File: src/source/link_pkg.sv
// link kernel shared definitions
// channel geometry, calibration timing, test patterns and line types
// used by the sequencer, the channels and the top level

`default_nettype none

package link_pkg;

  // ------------------------------------------------------------
  // channel geometry
  // ------------------------------------------------------------
  localparam int LINK_CHANNELS = 2;
  localparam int CHANNEL_WIDTH = 8;

  // inbound fifo depth, also the starting credit count
  localparam int LG_FIFO_DEPTH = 3;
  localparam int FIFO_DEPTH    = 1 << LG_FIFO_DEPTH;
  // one extra bit so the counter can hold a full fifo worth
  localparam int CREDIT_W      = LG_FIFO_DEPTH + 1;

  // dequeues per token toggle, and credits returned per toggle
  localparam int LG_TOKEN_DECIMATION = 1;
  localparam int TOKEN_CREDITS       = 1 << LG_TOKEN_DECIMATION;

  // ------------------------------------------------------------
  // calibration timing
  // ------------------------------------------------------------
  localparam int WAIT_AFTER_RESET = 16;
  localparam int PREPARE_CYCLES   = 16;
  localparam int TEST_COUNT       = 3;
  localparam int TEST_HOLD_CYCLES = 4;
  localparam int TEST_TIMEOUT     = 32;

  // counter widths derived from the timing above
  localparam int TEST_IDX_W = $clog2(TEST_COUNT);
  localparam int HOLD_CNT_W = $clog2(TEST_HOLD_CYCLES + 1);
  localparam int CAL_CNT_W  = $clog2(TEST_TIMEOUT + 1);

  // pattern k is sent on every channel during test k
  localparam logic [TEST_COUNT-1:0][CHANNEL_WIDTH-1:0] TEST_PATTERN = {
    8'h3C,
    8'hAA,
    8'h55
  };

  // ------------------------------------------------------------
  // types
  // ------------------------------------------------------------
  // one word on a transmission line
  typedef struct packed {
    logic                     valid;
    logic [CHANNEL_WIDTH-1:0] data;
  } link_word_t;

  // all channels side by side
  typedef link_word_t [LINK_CHANNELS-1:0] link_tline_t;

  // test request broadcast to the inbound channels
  typedef struct packed {
    logic                  req;
    logic [TEST_IDX_W-1:0] index;
  } calib_test_t;

  // calibration sequencer states
  typedef enum logic [2:0] {
    CAL_WAIT,
    CAL_PREPARE,
    CAL_TEST_REQ,
    CAL_TEST_RELEASE,
    CAL_DONE
  } calib_state_e;

endpackage

`default_nettype wire

File: src/source/link_calib_ctrl.sv
// link calibration sequencer
// waits after reset, holds the remote reset through prepare, then runs
// the test rounds with a four-phase req/ack to every inbound channel
// and keeps a per-test, per-channel scoreboard

`timescale 1ns/1ps
`default_nettype none

module link_calib_ctrl import link_pkg::*; (
  input  wire                      io_master_clk_i,
  input  wire                      reset_i,
  input  wire  [LINK_CHANNELS-1:0] test_ack_i,
  input  wire  [LINK_CHANNELS-1:0] test_pass_i,
  output calib_test_t              calib_test_o,
  output logic                     calib_done_o,
  output logic                     slave_reset_o,
  output logic [LINK_CHANNELS-1:0] chan_active_o
);

  calib_state_e                               state_r;
  logic [CAL_CNT_W-1:0]                       cnt_r;
  logic [TEST_IDX_W-1:0]                      index_r;
  // organized by test, then by channel
  logic [TEST_COUNT-1:0][LINK_CHANNELS-1:0]   score_r;
  logic [LINK_CHANNELS-1:0]                   all_pass;
  logic [LINK_CHANNELS-1:0]                   active_r;
  logic                                       round_end;
  logic                                       acks_low;

  // ------------------------------------------------------------
  // outputs decoded from state
  // ------------------------------------------------------------
  assign calib_test_o.req   = (state_r == CAL_TEST_REQ);
  assign calib_test_o.index = index_r;
  assign calib_done_o       = (state_r == CAL_DONE);
  // remote reset only during prepare
  assign slave_reset_o      = (state_r == CAL_PREPARE);
  assign chan_active_o      = active_r;

  // round ends when everyone answered or time ran out
  assign round_end = (&test_ack_i) || (cnt_r == CAL_CNT_W'(TEST_TIMEOUT - 1));
  assign acks_low  = ~(|test_ack_i);

  // a channel is usable only if it passed every test
  always_comb begin
    for (int c = 0; c < LINK_CHANNELS; c++) begin
      all_pass[c] = 1'b1;
      for (int k = 0; k < TEST_COUNT; k++) begin
        all_pass[c] = all_pass[c] & score_r[k][c];
      end
    end
  end

  // ------------------------------------------------------------
  // sequencer fsm
  // ------------------------------------------------------------
  always_ff @(posedge io_master_clk_i) begin
    if (reset_i) begin
      state_r  <= CAL_WAIT;
      cnt_r    <= '0;
      index_r  <= '0;
      score_r  <= '0;
      active_r <= '0;
    end else begin
      case (state_r)
        CAL_WAIT: begin
          // idle period after reset release
          if (cnt_r == CAL_CNT_W'(WAIT_AFTER_RESET - 1)) begin
            state_r <= CAL_PREPARE;
            cnt_r   <= '0;
          end else begin
            cnt_r <= cnt_r + 1'b1;
          end
        end
        CAL_PREPARE: begin
          if (cnt_r == CAL_CNT_W'(PREPARE_CYCLES - 1)) begin
            state_r <= CAL_TEST_REQ;
            cnt_r   <= '0;
            index_r <= '0;
          end else begin
            cnt_r <= cnt_r + 1'b1;
          end
        end
        CAL_TEST_REQ: begin
          // silent channels are scored as failed
          if (round_end) begin
            score_r[index_r] <= test_ack_i & test_pass_i;
            state_r          <= CAL_TEST_RELEASE;
            cnt_r            <= '0;
          end else begin
            cnt_r <= cnt_r + 1'b1;
          end
        end
        CAL_TEST_RELEASE: begin
          // give timed out channels one cycle to pulse their late ack
          cnt_r <= cnt_r + 1'b1;
          if ((cnt_r != '0) && acks_low) begin
            cnt_r <= '0;
            if (index_r == TEST_IDX_W'(TEST_COUNT - 1)) begin
              state_r  <= CAL_DONE;
              active_r <= all_pass;
            end else begin
              state_r <= CAL_TEST_REQ;
              index_r <= index_r + 1'b1;
            end
          end
        end
        CAL_DONE: begin
          // calibration finished, active mask frozen
          state_r <= CAL_DONE;
        end
        default: begin
          state_r <= CAL_WAIT;
        end
      endcase
    end
  end

endmodule

`default_nettype wire

File: src/source/link_channel_out.sv
// link outbound channel
// sends the calibration pattern until calibration is done, then moves
// core words onto the line under credit flow control; credits come back
// as edges of the token level

`timescale 1ns/1ps
`default_nettype none

module link_channel_out import link_pkg::*; (
  input  wire                      io_master_clk_i,
  input  wire                      reset_i,
  input  wire                      core_valid_i,
  input  wire  [CHANNEL_WIDTH-1:0] core_data_i,
  output logic                     core_ready_o,
  input  wire                      calib_done_i,
  input  wire                      chan_active_i,
  input  wire  [TEST_IDX_W-1:0]    test_index_i,
  input  wire                      token_i,
  output link_word_t               tline_o
);

  logic [CREDIT_W-1:0]      credit_r;
  logic [CREDIT_W-1:0]      credit_add;
  logic [CREDIT_W-1:0]      credit_sub;
  logic                     token_r;
  logic                     token_edge;
  logic                     send;
  logic                     valid_n;
  logic [CHANNEL_WIDTH-1:0] data_n;
  logic                     valid_r;
  logic [CHANNEL_WIDTH-1:0] data_r;

  // ------------------------------------------------------------
  // core handshake
  // ------------------------------------------------------------
  // ready only on an active, calibrated channel with credit left
  assign core_ready_o = chan_active_i & calib_done_i & (credit_r != '0);
  assign send         = core_valid_i & core_ready_o;

  // ------------------------------------------------------------
  // line word select
  // ------------------------------------------------------------
  always_comb begin
    if (calib_done_i) begin
      valid_n = send;
      data_n  = core_data_i;
    end else begin
      // calibration override, pattern of the current test
      valid_n = 1'b1;
      data_n  = TEST_PATTERN[test_index_i];
    end
  end

  // line register, word shows up one cycle after acceptance
  always_ff @(posedge io_master_clk_i) begin
    if (reset_i) begin
      valid_r <= 1'b0;
    end else begin
      valid_r <= valid_n;
    end
  end

  always_ff @(posedge io_master_clk_i) begin
    data_r <= data_n;
  end

  assign tline_o.valid = valid_r;
  assign tline_o.data  = data_r;

  // ------------------------------------------------------------
  // token edge detect and credit counter
  // ------------------------------------------------------------
  // token is a level, any change returns a batch of credits
  always_ff @(posedge io_master_clk_i) begin
    if (reset_i) begin
      token_r <= 1'b0;
    end else begin
      token_r <= token_i;
    end
  end

  assign token_edge = token_i ^ token_r;
  assign credit_add = token_edge ? CREDIT_W'(TOKEN_CREDITS) : '0;
  assign credit_sub = CREDIT_W'(send);

  // starts full, remote fifo is empty after reset
  always_ff @(posedge io_master_clk_i) begin
    if (reset_i) begin
      credit_r <= CREDIT_W'(FIFO_DEPTH);
    end else begin
      credit_r <= credit_r - credit_sub + credit_add;
    end
  end

endmodule

`default_nettype wire

File: src/source/link_channel_in.sv
// link inbound channel
// during calibration, checks the received pattern and answers the
// sequencer's test request; afterwards, buffers line words in a fifo
// for the core and toggles the token every few dequeues

`timescale 1ns/1ps
`default_nettype none

module link_channel_in import link_pkg::*; (
  input  wire                      io_master_clk_i,
  input  wire                      reset_i,
  input  wire link_word_t          tline_i,
  input  wire calib_test_t         calib_test_i,
  input  wire                      calib_done_i,
  output logic                     test_ack_o,
  output logic                     test_pass_o,
  output logic                     core_valid_o,
  output logic [CHANNEL_WIDTH-1:0] core_data_o,
  input  wire                      core_yumi_i,
  output logic                     token_o
);

  logic                           calib_done_r;
  logic                           fifo_reset;
  logic [CHANNEL_WIDTH-1:0]       mem_r [FIFO_DEPTH];
  logic [LG_FIFO_DEPTH:0]         wptr_r;
  logic [LG_FIFO_DEPTH:0]         rptr_r;
  logic                           full;
  logic                           enq;
  logic                           deq;
  logic [LG_TOKEN_DECIMATION-1:0] deq_cnt_r;
  logic                           token_r;
  logic [CHANNEL_WIDTH-1:0]       expect_data;
  logic                           match;
  logic [HOLD_CNT_W-1:0]          hold_cnt_r;
  logic                           req_r;
  logic                           ack_r;
  logic                           pass_r;

  // ------------------------------------------------------------
  // calibration checker
  // ------------------------------------------------------------
  assign expect_data = TEST_PATTERN[calib_test_i.index];
  assign match = calib_test_i.req & tline_i.valid & (tline_i.data == expect_data);

  // run of consecutive matching words that saturates at the hold count
  always_ff @(posedge io_master_clk_i) begin
    if (reset_i || !match) begin
      hold_cnt_r <= '0;
    end else if (hold_cnt_r != HOLD_CNT_W'(TEST_HOLD_CYCLES)) begin
      hold_cnt_r <= hold_cnt_r + 1'b1;
    end
  end

  // four-phase answer to the sequencer
  always_ff @(posedge io_master_clk_i) begin
    if (reset_i) begin
      req_r  <= 1'b0;
      ack_r  <= 1'b0;
      pass_r <= 1'b0;
    end else begin
      req_r <= calib_test_i.req;
      if (calib_test_i.req) begin
        // pass once the pattern held long enough
        if (!ack_r && hold_cnt_r == HOLD_CNT_W'(TEST_HOLD_CYCLES)) begin
          ack_r  <= 1'b1;
          pass_r <= 1'b1;
        end
      end else if (ack_r) begin
        ack_r  <= 1'b0;
        pass_r <= 1'b0;
      end else if (req_r) begin
        // round ended on timeout so ack late with fail
        ack_r  <= 1'b1;
        pass_r <= 1'b0;
      end
    end
  end

  assign test_ack_o  = ack_r;
  assign test_pass_o = pass_r;

  // ------------------------------------------------------------
  // receive fifo
  // ------------------------------------------------------------
  // the line still carries the last pattern word on the first done cycle
  always_ff @(posedge io_master_clk_i) begin
    if (reset_i) begin
      calib_done_r <= 1'b0;
    end else begin
      calib_done_r <= calib_done_i;
    end
  end

  // kept clear until the cycle after calibration ends so no pattern gets in
  assign fifo_reset = reset_i | ~calib_done_r;

  assign full = (wptr_r[LG_FIFO_DEPTH] != rptr_r[LG_FIFO_DEPTH]) &&
                (wptr_r[LG_FIFO_DEPTH-1:0] == rptr_r[LG_FIFO_DEPTH-1:0]);
  assign enq  = tline_i.valid & ~full;

  assign core_valid_o = (wptr_r != rptr_r);
  assign core_data_o  = mem_r[rptr_r[LG_FIFO_DEPTH-1:0]];
  assign deq          = core_yumi_i & core_valid_o;

  always_ff @(posedge io_master_clk_i) begin
    if (enq) begin
      mem_r[wptr_r[LG_FIFO_DEPTH-1:0]] <= tline_i.data;
    end
  end

  always_ff @(posedge io_master_clk_i) begin
    if (fifo_reset) begin
      wptr_r <= '0;
      rptr_r <= '0;
    end else begin
      if (enq) begin
        wptr_r <= wptr_r + 1'b1;
      end
      if (deq) begin
        rptr_r <= rptr_r + 1'b1;
      end
    end
  end

  // ------------------------------------------------------------
  // token return
  // ------------------------------------------------------------
  // one toggle per 2**LG_TOKEN_DECIMATION dequeues
  always_ff @(posedge io_master_clk_i) begin
    if (fifo_reset) begin
      deq_cnt_r <= '0;
      token_r   <= 1'b0;
    end else if (deq) begin
      deq_cnt_r <= deq_cnt_r + 1'b1;
      if (&deq_cnt_r) begin
        token_r <= ~token_r;
      end
    end
  end

  assign token_o = token_r;

endmodule

`default_nettype wire

File: src/source/link_kernel.sv
// link kernel, master side
// one calibration sequencer steering a pair of outbound and inbound
// channels per link channel, all on the io master clock

`timescale 1ns/1ps
`default_nettype none

module link_kernel import link_pkg::*; (
  input  wire                                          io_master_clk_i,
  input  wire                                          reset_i,
  // core in
  input  wire  [LINK_CHANNELS-1:0]                     core_valid_i,
  input  wire  [LINK_CHANNELS-1:0][CHANNEL_WIDTH-1:0]  core_data_i,
  output logic [LINK_CHANNELS-1:0]                     core_ready_o,
  // core out
  output logic [LINK_CHANNELS-1:0]                     core_valid_o,
  output logic [LINK_CHANNELS-1:0][CHANNEL_WIDTH-1:0]  core_data_o,
  input  wire  [LINK_CHANNELS-1:0]                     core_yumi_i,
  // transmission lines
  output link_tline_t                                  im_tline_o,
  input  wire link_tline_t                             io_tline_i,
  // tokens
  input  wire  [LINK_CHANNELS-1:0]                     token_i,
  output logic [LINK_CHANNELS-1:0]                     io_token_o,
  // link control
  output logic                                         im_slave_reset_o,
  output logic                                         core_calib_done_o,
  output logic [LINK_CHANNELS-1:0]                     core_active_channels_o
);

  calib_test_t              calib_test;
  logic                     calib_done;
  logic [LINK_CHANNELS-1:0] chan_active;
  logic [LINK_CHANNELS-1:0] test_ack;
  logic [LINK_CHANNELS-1:0] test_pass;

  // ------------------------------------------------------------
  // calibration sequencer
  // ------------------------------------------------------------
  link_calib_ctrl u_calib (
    .io_master_clk_i (io_master_clk_i),
    .reset_i         (reset_i),
    .test_ack_i      (test_ack),
    .test_pass_i     (test_pass),
    .calib_test_o    (calib_test),
    .calib_done_o    (calib_done),
    .slave_reset_o   (im_slave_reset_o),
    .chan_active_o   (chan_active)
  );

  assign core_calib_done_o      = calib_done;
  assign core_active_channels_o = chan_active;

  // ------------------------------------------------------------
  // per channel datapath
  // ------------------------------------------------------------
  for (genvar i = 0; i < LINK_CHANNELS; i++) begin : ch

    // outbound, pattern index follows the sequencer
    link_channel_out u_out (
      .io_master_clk_i (io_master_clk_i),
      .reset_i         (reset_i),
      .core_valid_i    (core_valid_i[i]),
      .core_data_i     (core_data_i[i]),
      .core_ready_o    (core_ready_o[i]),
      .calib_done_i    (calib_done),
      .chan_active_i   (chan_active[i]),
      .test_index_i    (calib_test.index),
      .token_i         (token_i[i]),
      .tline_o         (im_tline_o[i])
    );

    // inbound, answers the test request then feeds the core
    link_channel_in u_in (
      .io_master_clk_i (io_master_clk_i),
      .reset_i         (reset_i),
      .tline_i         (io_tline_i[i]),
      .calib_test_i    (calib_test),
      .calib_done_i    (calib_done),
      .test_ack_o      (test_ack[i]),
      .test_pass_o     (test_pass[i]),
      .core_valid_o    (core_valid_o[i]),
      .core_data_o     (core_data_o[i]),
      .core_yumi_i     (core_yumi_i[i]),
      .token_o         (io_token_o[i])
    );

  end

endmodule

`default_nettype wire

File: config.mk
export PLATFORM = sky130hd
export DESIGN_NAME = link_kernel
export DESIGN_NICKNAME = d
export VERILOG_FILES = /design/src/source/link_pkg.sv /design/src/source/link_calib_ctrl.sv /design/src/source/link_channel_out.sv /design/src/source/link_channel_in.sv /design/src/source/link_kernel.sv
export SDC_FILE = /design/constraint.sdc
export NUM_CORES = 1
export LEC_CHECK = 0
export ABC_AREA = 0
export BUFFER_PORTS_ARGS = -buffer_cell sky130_fd_sc_hd__buf_2
export CORE_UTILIZATION = 40
export DETAILED_ROUTE_END_ITERATION = 12
export PLACE_DENSITY = 0.59
export SYNTH_ARGS = -nofsm -noshare
export SYNTH_HDL_FRONTEND = slang
export SYNTH_SLANG_ARGS = --single-unit
File: constraint.sdc
create_clock -name io_master_clk_i -period 7.1 [get_ports io_master_clk_i]
set_input_delay 1.065 -clock io_master_clk_i [delete_from_list [all_inputs] [get_ports io_master_clk_i]]
set_output_delay 1.065 -clock io_master_clk_i [all_outputs]
set_load 0.005 [all_outputs]
==> results.sh <==
export IMPL_synth_edf_count=128
export IMPL_rows=54
export IMPL_criticalPathCategory="flop to output port"
export IMPL_p_total_mw=2.705
export IMPL_clk_pin_slew_ns=0.06
export IMPL_globalplace_congestion=0.7556
export IMPL_grt_pass1_wl_mm=30.32
export IMPL_io_buffer_count=85
export IMPL_crit_required_ns=6.03
export IMPL_worst_pin_slew_ns=1.062
export IMPL_drt_antenna_violating_nets=0
export IMPL_num_vias=5565
export IMPL_dr_pass1_iters=7
export IMPL_fp_dieH_um=152.6
export IMPL_cpPeakStageDelay_ns=0.81
export IMPL_period_minus_slack_ns=3.682
export IMPL_antenna_found_initial=1
export IMPL_fin_tns_setup_ns=0
export IMPL_die_w_um=152.6
export IMPL_worstPathCellList="nand2_1 > clkinv_1 > o311a_1 > buf_2"
export IMPL_ctsResizeCount=0
export IMPL_cp_max_fo=21
export IMPL_synth_seq_area_share=0.6114
export IMPL_ys_ff_latch=213
export IMPL_synth_nets=729
export IMPL_syn_area_per_cell_um2=13.66
export IMPL_core_um2=22030
export IMPL_period_share=0.5185
export IMPL_p_sw_frac=0.2112
export IMPL_cts_hold_buffers=0
export IMPL_area_growth_syn_to_layout_pct=15.60
export IMPL_drv_slew=0
export IMPL_peakVddDrop_mv=0.2366
export IMPL_regArea_um2=5545
export IMPL_cts_buffers=24
export IMPL_yosysUniqueCellTypes=66
export IMPL_cts_sinks=213
export IMPL_grtUsageTotal=0.1639
export IMPL_synth_area_um2=9070
export IMPL_yosys_warnings=0
export IMPL_setup_ws_ns=3.418
export IMPL_rsz0062_at_grt="false"
export IMPL_power_leakage_nw=3.703
export IMPL_crit_family="flip-flops"
export IMPL_ys_top_cells_by_area="edfxtp_1 (42%), dfxtp_1 (19%), mux4_2 (7.9%), ha_1 (2.9%), mux2_2 (2.0%)"
export IMPL_cts_tree="built"
export IMPL_start_kind="flop"
export IMPL_wire_per_inst_um=17.91
export IMPL_post_place_ws_ns=3.919
export IMPL_finalSetupViolCount=0
export IMPL_p_clk_frac=0.463
export IMPL_clock_path_buffers=3
export IMPL_p_int_mw=2.134
export IMPL_async_flop_share=0
export IMPL_fillerInstances=1911
export IMPL_wl_mm=18.55
export IMPL_cp_arrival_ns=2.62
export IMPL_p_per_area_nw_per_um2=258.0
export IMPL_clk_latency_ns=0.51
export IMPL_hold_viol=0
export IMPL_critPathBufInv=2
export IMPL_drt_iter0_drc=330
export IMPL_fmax_mhz=271.6
export IMPL_final_util=0.4760
export IMPL_ctsHtreeMaxLevel=1
export IMPL_holdWs_ns=0.4795
export IMPL_io_pins=86
export IMPL_initial_core_util=0.4118
export IMPL_syn_inst=664
export IMPL_power_switching_uw=571.4
export IMPL_grt_pass1_vias=5806
export IMPL_cts_setup_buffers=0
export IMPL_synth_top_area_share=0.4238
export IMPL_synth_top_area_cell="edfxtp_1"
export IMPL_drc=0
export IMPL_grt_max_degree=40
export IMPL_slew_headroom=0.2908
export IMPL_overflow=0
export IMPL_dieArea_um2=23280
export IMPL_drive_above_1_share=0.2623
export IMPL_dpl_hpwl_mm=12.23
export IMPL_drv_cap=0
export IMPL_viasPerCell=5.372
export IMPL_nets=802
export IMPL_fin_skew_ns=0.008729
export IMPL_synth_ff_type="edfxtp_1"
export IMPL_pwr_share_seq=0.494
export IMPL_multi_input_area_um2=3184
export IMPL_outcome="completed"
export IMPL_pwr_share_comb=0.043
export IMPL_crit_path_end_kind="output port"
export IMPL_slowest_stage="dfxtp_1"
export IMPL_hold_class="flop to flop"
export IMPL_cts_root_buf="clkbuf_16"
[flip-flops by register name, indices dropped and copies added (netlist names), 3 cells and up, named ones only]
signal and count:
ch.u_out.data_r 16, ch.u_in.rptr_r 8, u_calib.cnt_r 6, ch.u_in.mem_r 128
u_calib.score_r 6, ch.u_in.wptr_r 8, ch.u_in.hold_cnt_r 6, ch.u_out.credit_r 8
u_calib.state_r 3
[kinds of logic after synthesis]
family,share of synthesized area
flops,0.6114
mux,0.1017
fa+ha+maj,0.03338
simple gates,0.09891
buf+inv,0.03973
xor+xnor,0.02276
compound gates,0.09215
[worst reg2reg max path, delay by kind of cell (launching register included)]
kind                       cells  cell delay (ns)
adders and majority gates      3             0.68
xor gates and xnor gates       1             0.17
DFF                            1             0.81
and+or+nand+nor                3             0.65
AOI/OAI and AO/OA              1             0.28
buffers and inverters          2             0.49
[per-stage QoR]
| step | instance area (µm²) | std cells |
|---|---|---|
| after global routing | 10490 | 1036 |
| after CTS | 10480 | 1035 |
| final | 10490 | 1036 |
| after detailed placement | 9674 | 991 |
| after global placement | 9674 | 991 |
| after floorplan | 9070 | 664 |
[worst paths after layout]
kind / startpoint / to / slack [ns] / depth (start not counted)
setup / recovery: u_calib.state_r[2] / core_ready_o[1] / 3.42 / 4
hold / removal: u_calib.score_r[5] / u_calib.score_r[5] / 0.48 / 2
setup reg to reg: u_calib.state_r[2] / ch[1].u_out.credit_r[3] / 3.92 / 10
hold reg to reg: u_calib.score_r[5] / u_calib.score_r[5] / 0.48 / 2
[cell type report]
| cell class | instances | area share |
|---|---|---|
| well taps | 280 | 0.03341 |
| diodes | 1 | 0.0002387 |
| multi-input cells | 373 | 0.3037 |
| clock inverters | 18 | 0.01706 |
| flip-flops and latches | 213 | 0.5289 |
| repair buffers | 90 | 0.04415 |
| clock buffers | 26 | 0.06002 |
| inverters | 35 | 0.01253 |
[power by group through the flow]
stage | registers, mW | clock network, mW | logic [mW]
after CTS | 1.34 | 1.28 | 0.119
after detailed placement | 1.36 | 0 | 0.118
after global placement | 1.36 | 0 | 0.112
after floorplan | 1.36 | 0 | 0.0760
after global routing | 1.34 | 1.32 | 0.136
final | 1.34 | 1.25 | 0.117
[synthesized netlist by cell type, types with 3 or more instances]
library cell / instances
nor3_1: 17
clkbuf_1: 12
mux4_2: 32
and2_1: 6
xor2_1: 7
mux2_2: 16
buf_2: 15
and3_1: 7
a2bb2oi_1: 4
a21o_1: 14
nand3b_1: 3
inv_1: 34
buf_4: 13
o2111ai_1: 4
o21a_1: 4
o31ai_1: 7
nor2b_1: 8
buf_1: 3
or3_1: 7
nand3_1: 20
nand2_1: 30
edfxtp_1: 128
o211ai_1: 7
o41a_1: 3
o21ai_0: 6
nor2_1: 37
nand2b_1: 12
nand4_1: 9
dfxtp_1: 85
a31oi_1: 7
ha_1: 21
xnor2_1: 11
xor2_2: 3
a21oi_1: 30
or4_1: 3
[layer usage]
layer,GRT usage,up-vias,part of all wire
li1,-,2634,-
met4,0.05532,0,0.026
met1,0.2091,2763,0.44
met3,0.02958,38,0.046
met5,0,-,0
met2,0.2811,130,0.49
[cells in the final DEF, fill, tap and decap left out, types with 8 or more instances in the layout]
master	count
edfxtp_1	128
dfxtp_1	85
buf_2	85
nor2_1	37
inv_1	34
mux4_2	32
nand2_1	30
a21oi_1	30
clkbuf_16	25
ha_1	21
nand3_1	20
mux2_2	16
a21o_1	14
nor3_1	14
nand2b_1	12
xnor2_1	11
nand4_1	9
nor2b_1	8
Power figures use the tool's default switching activity.
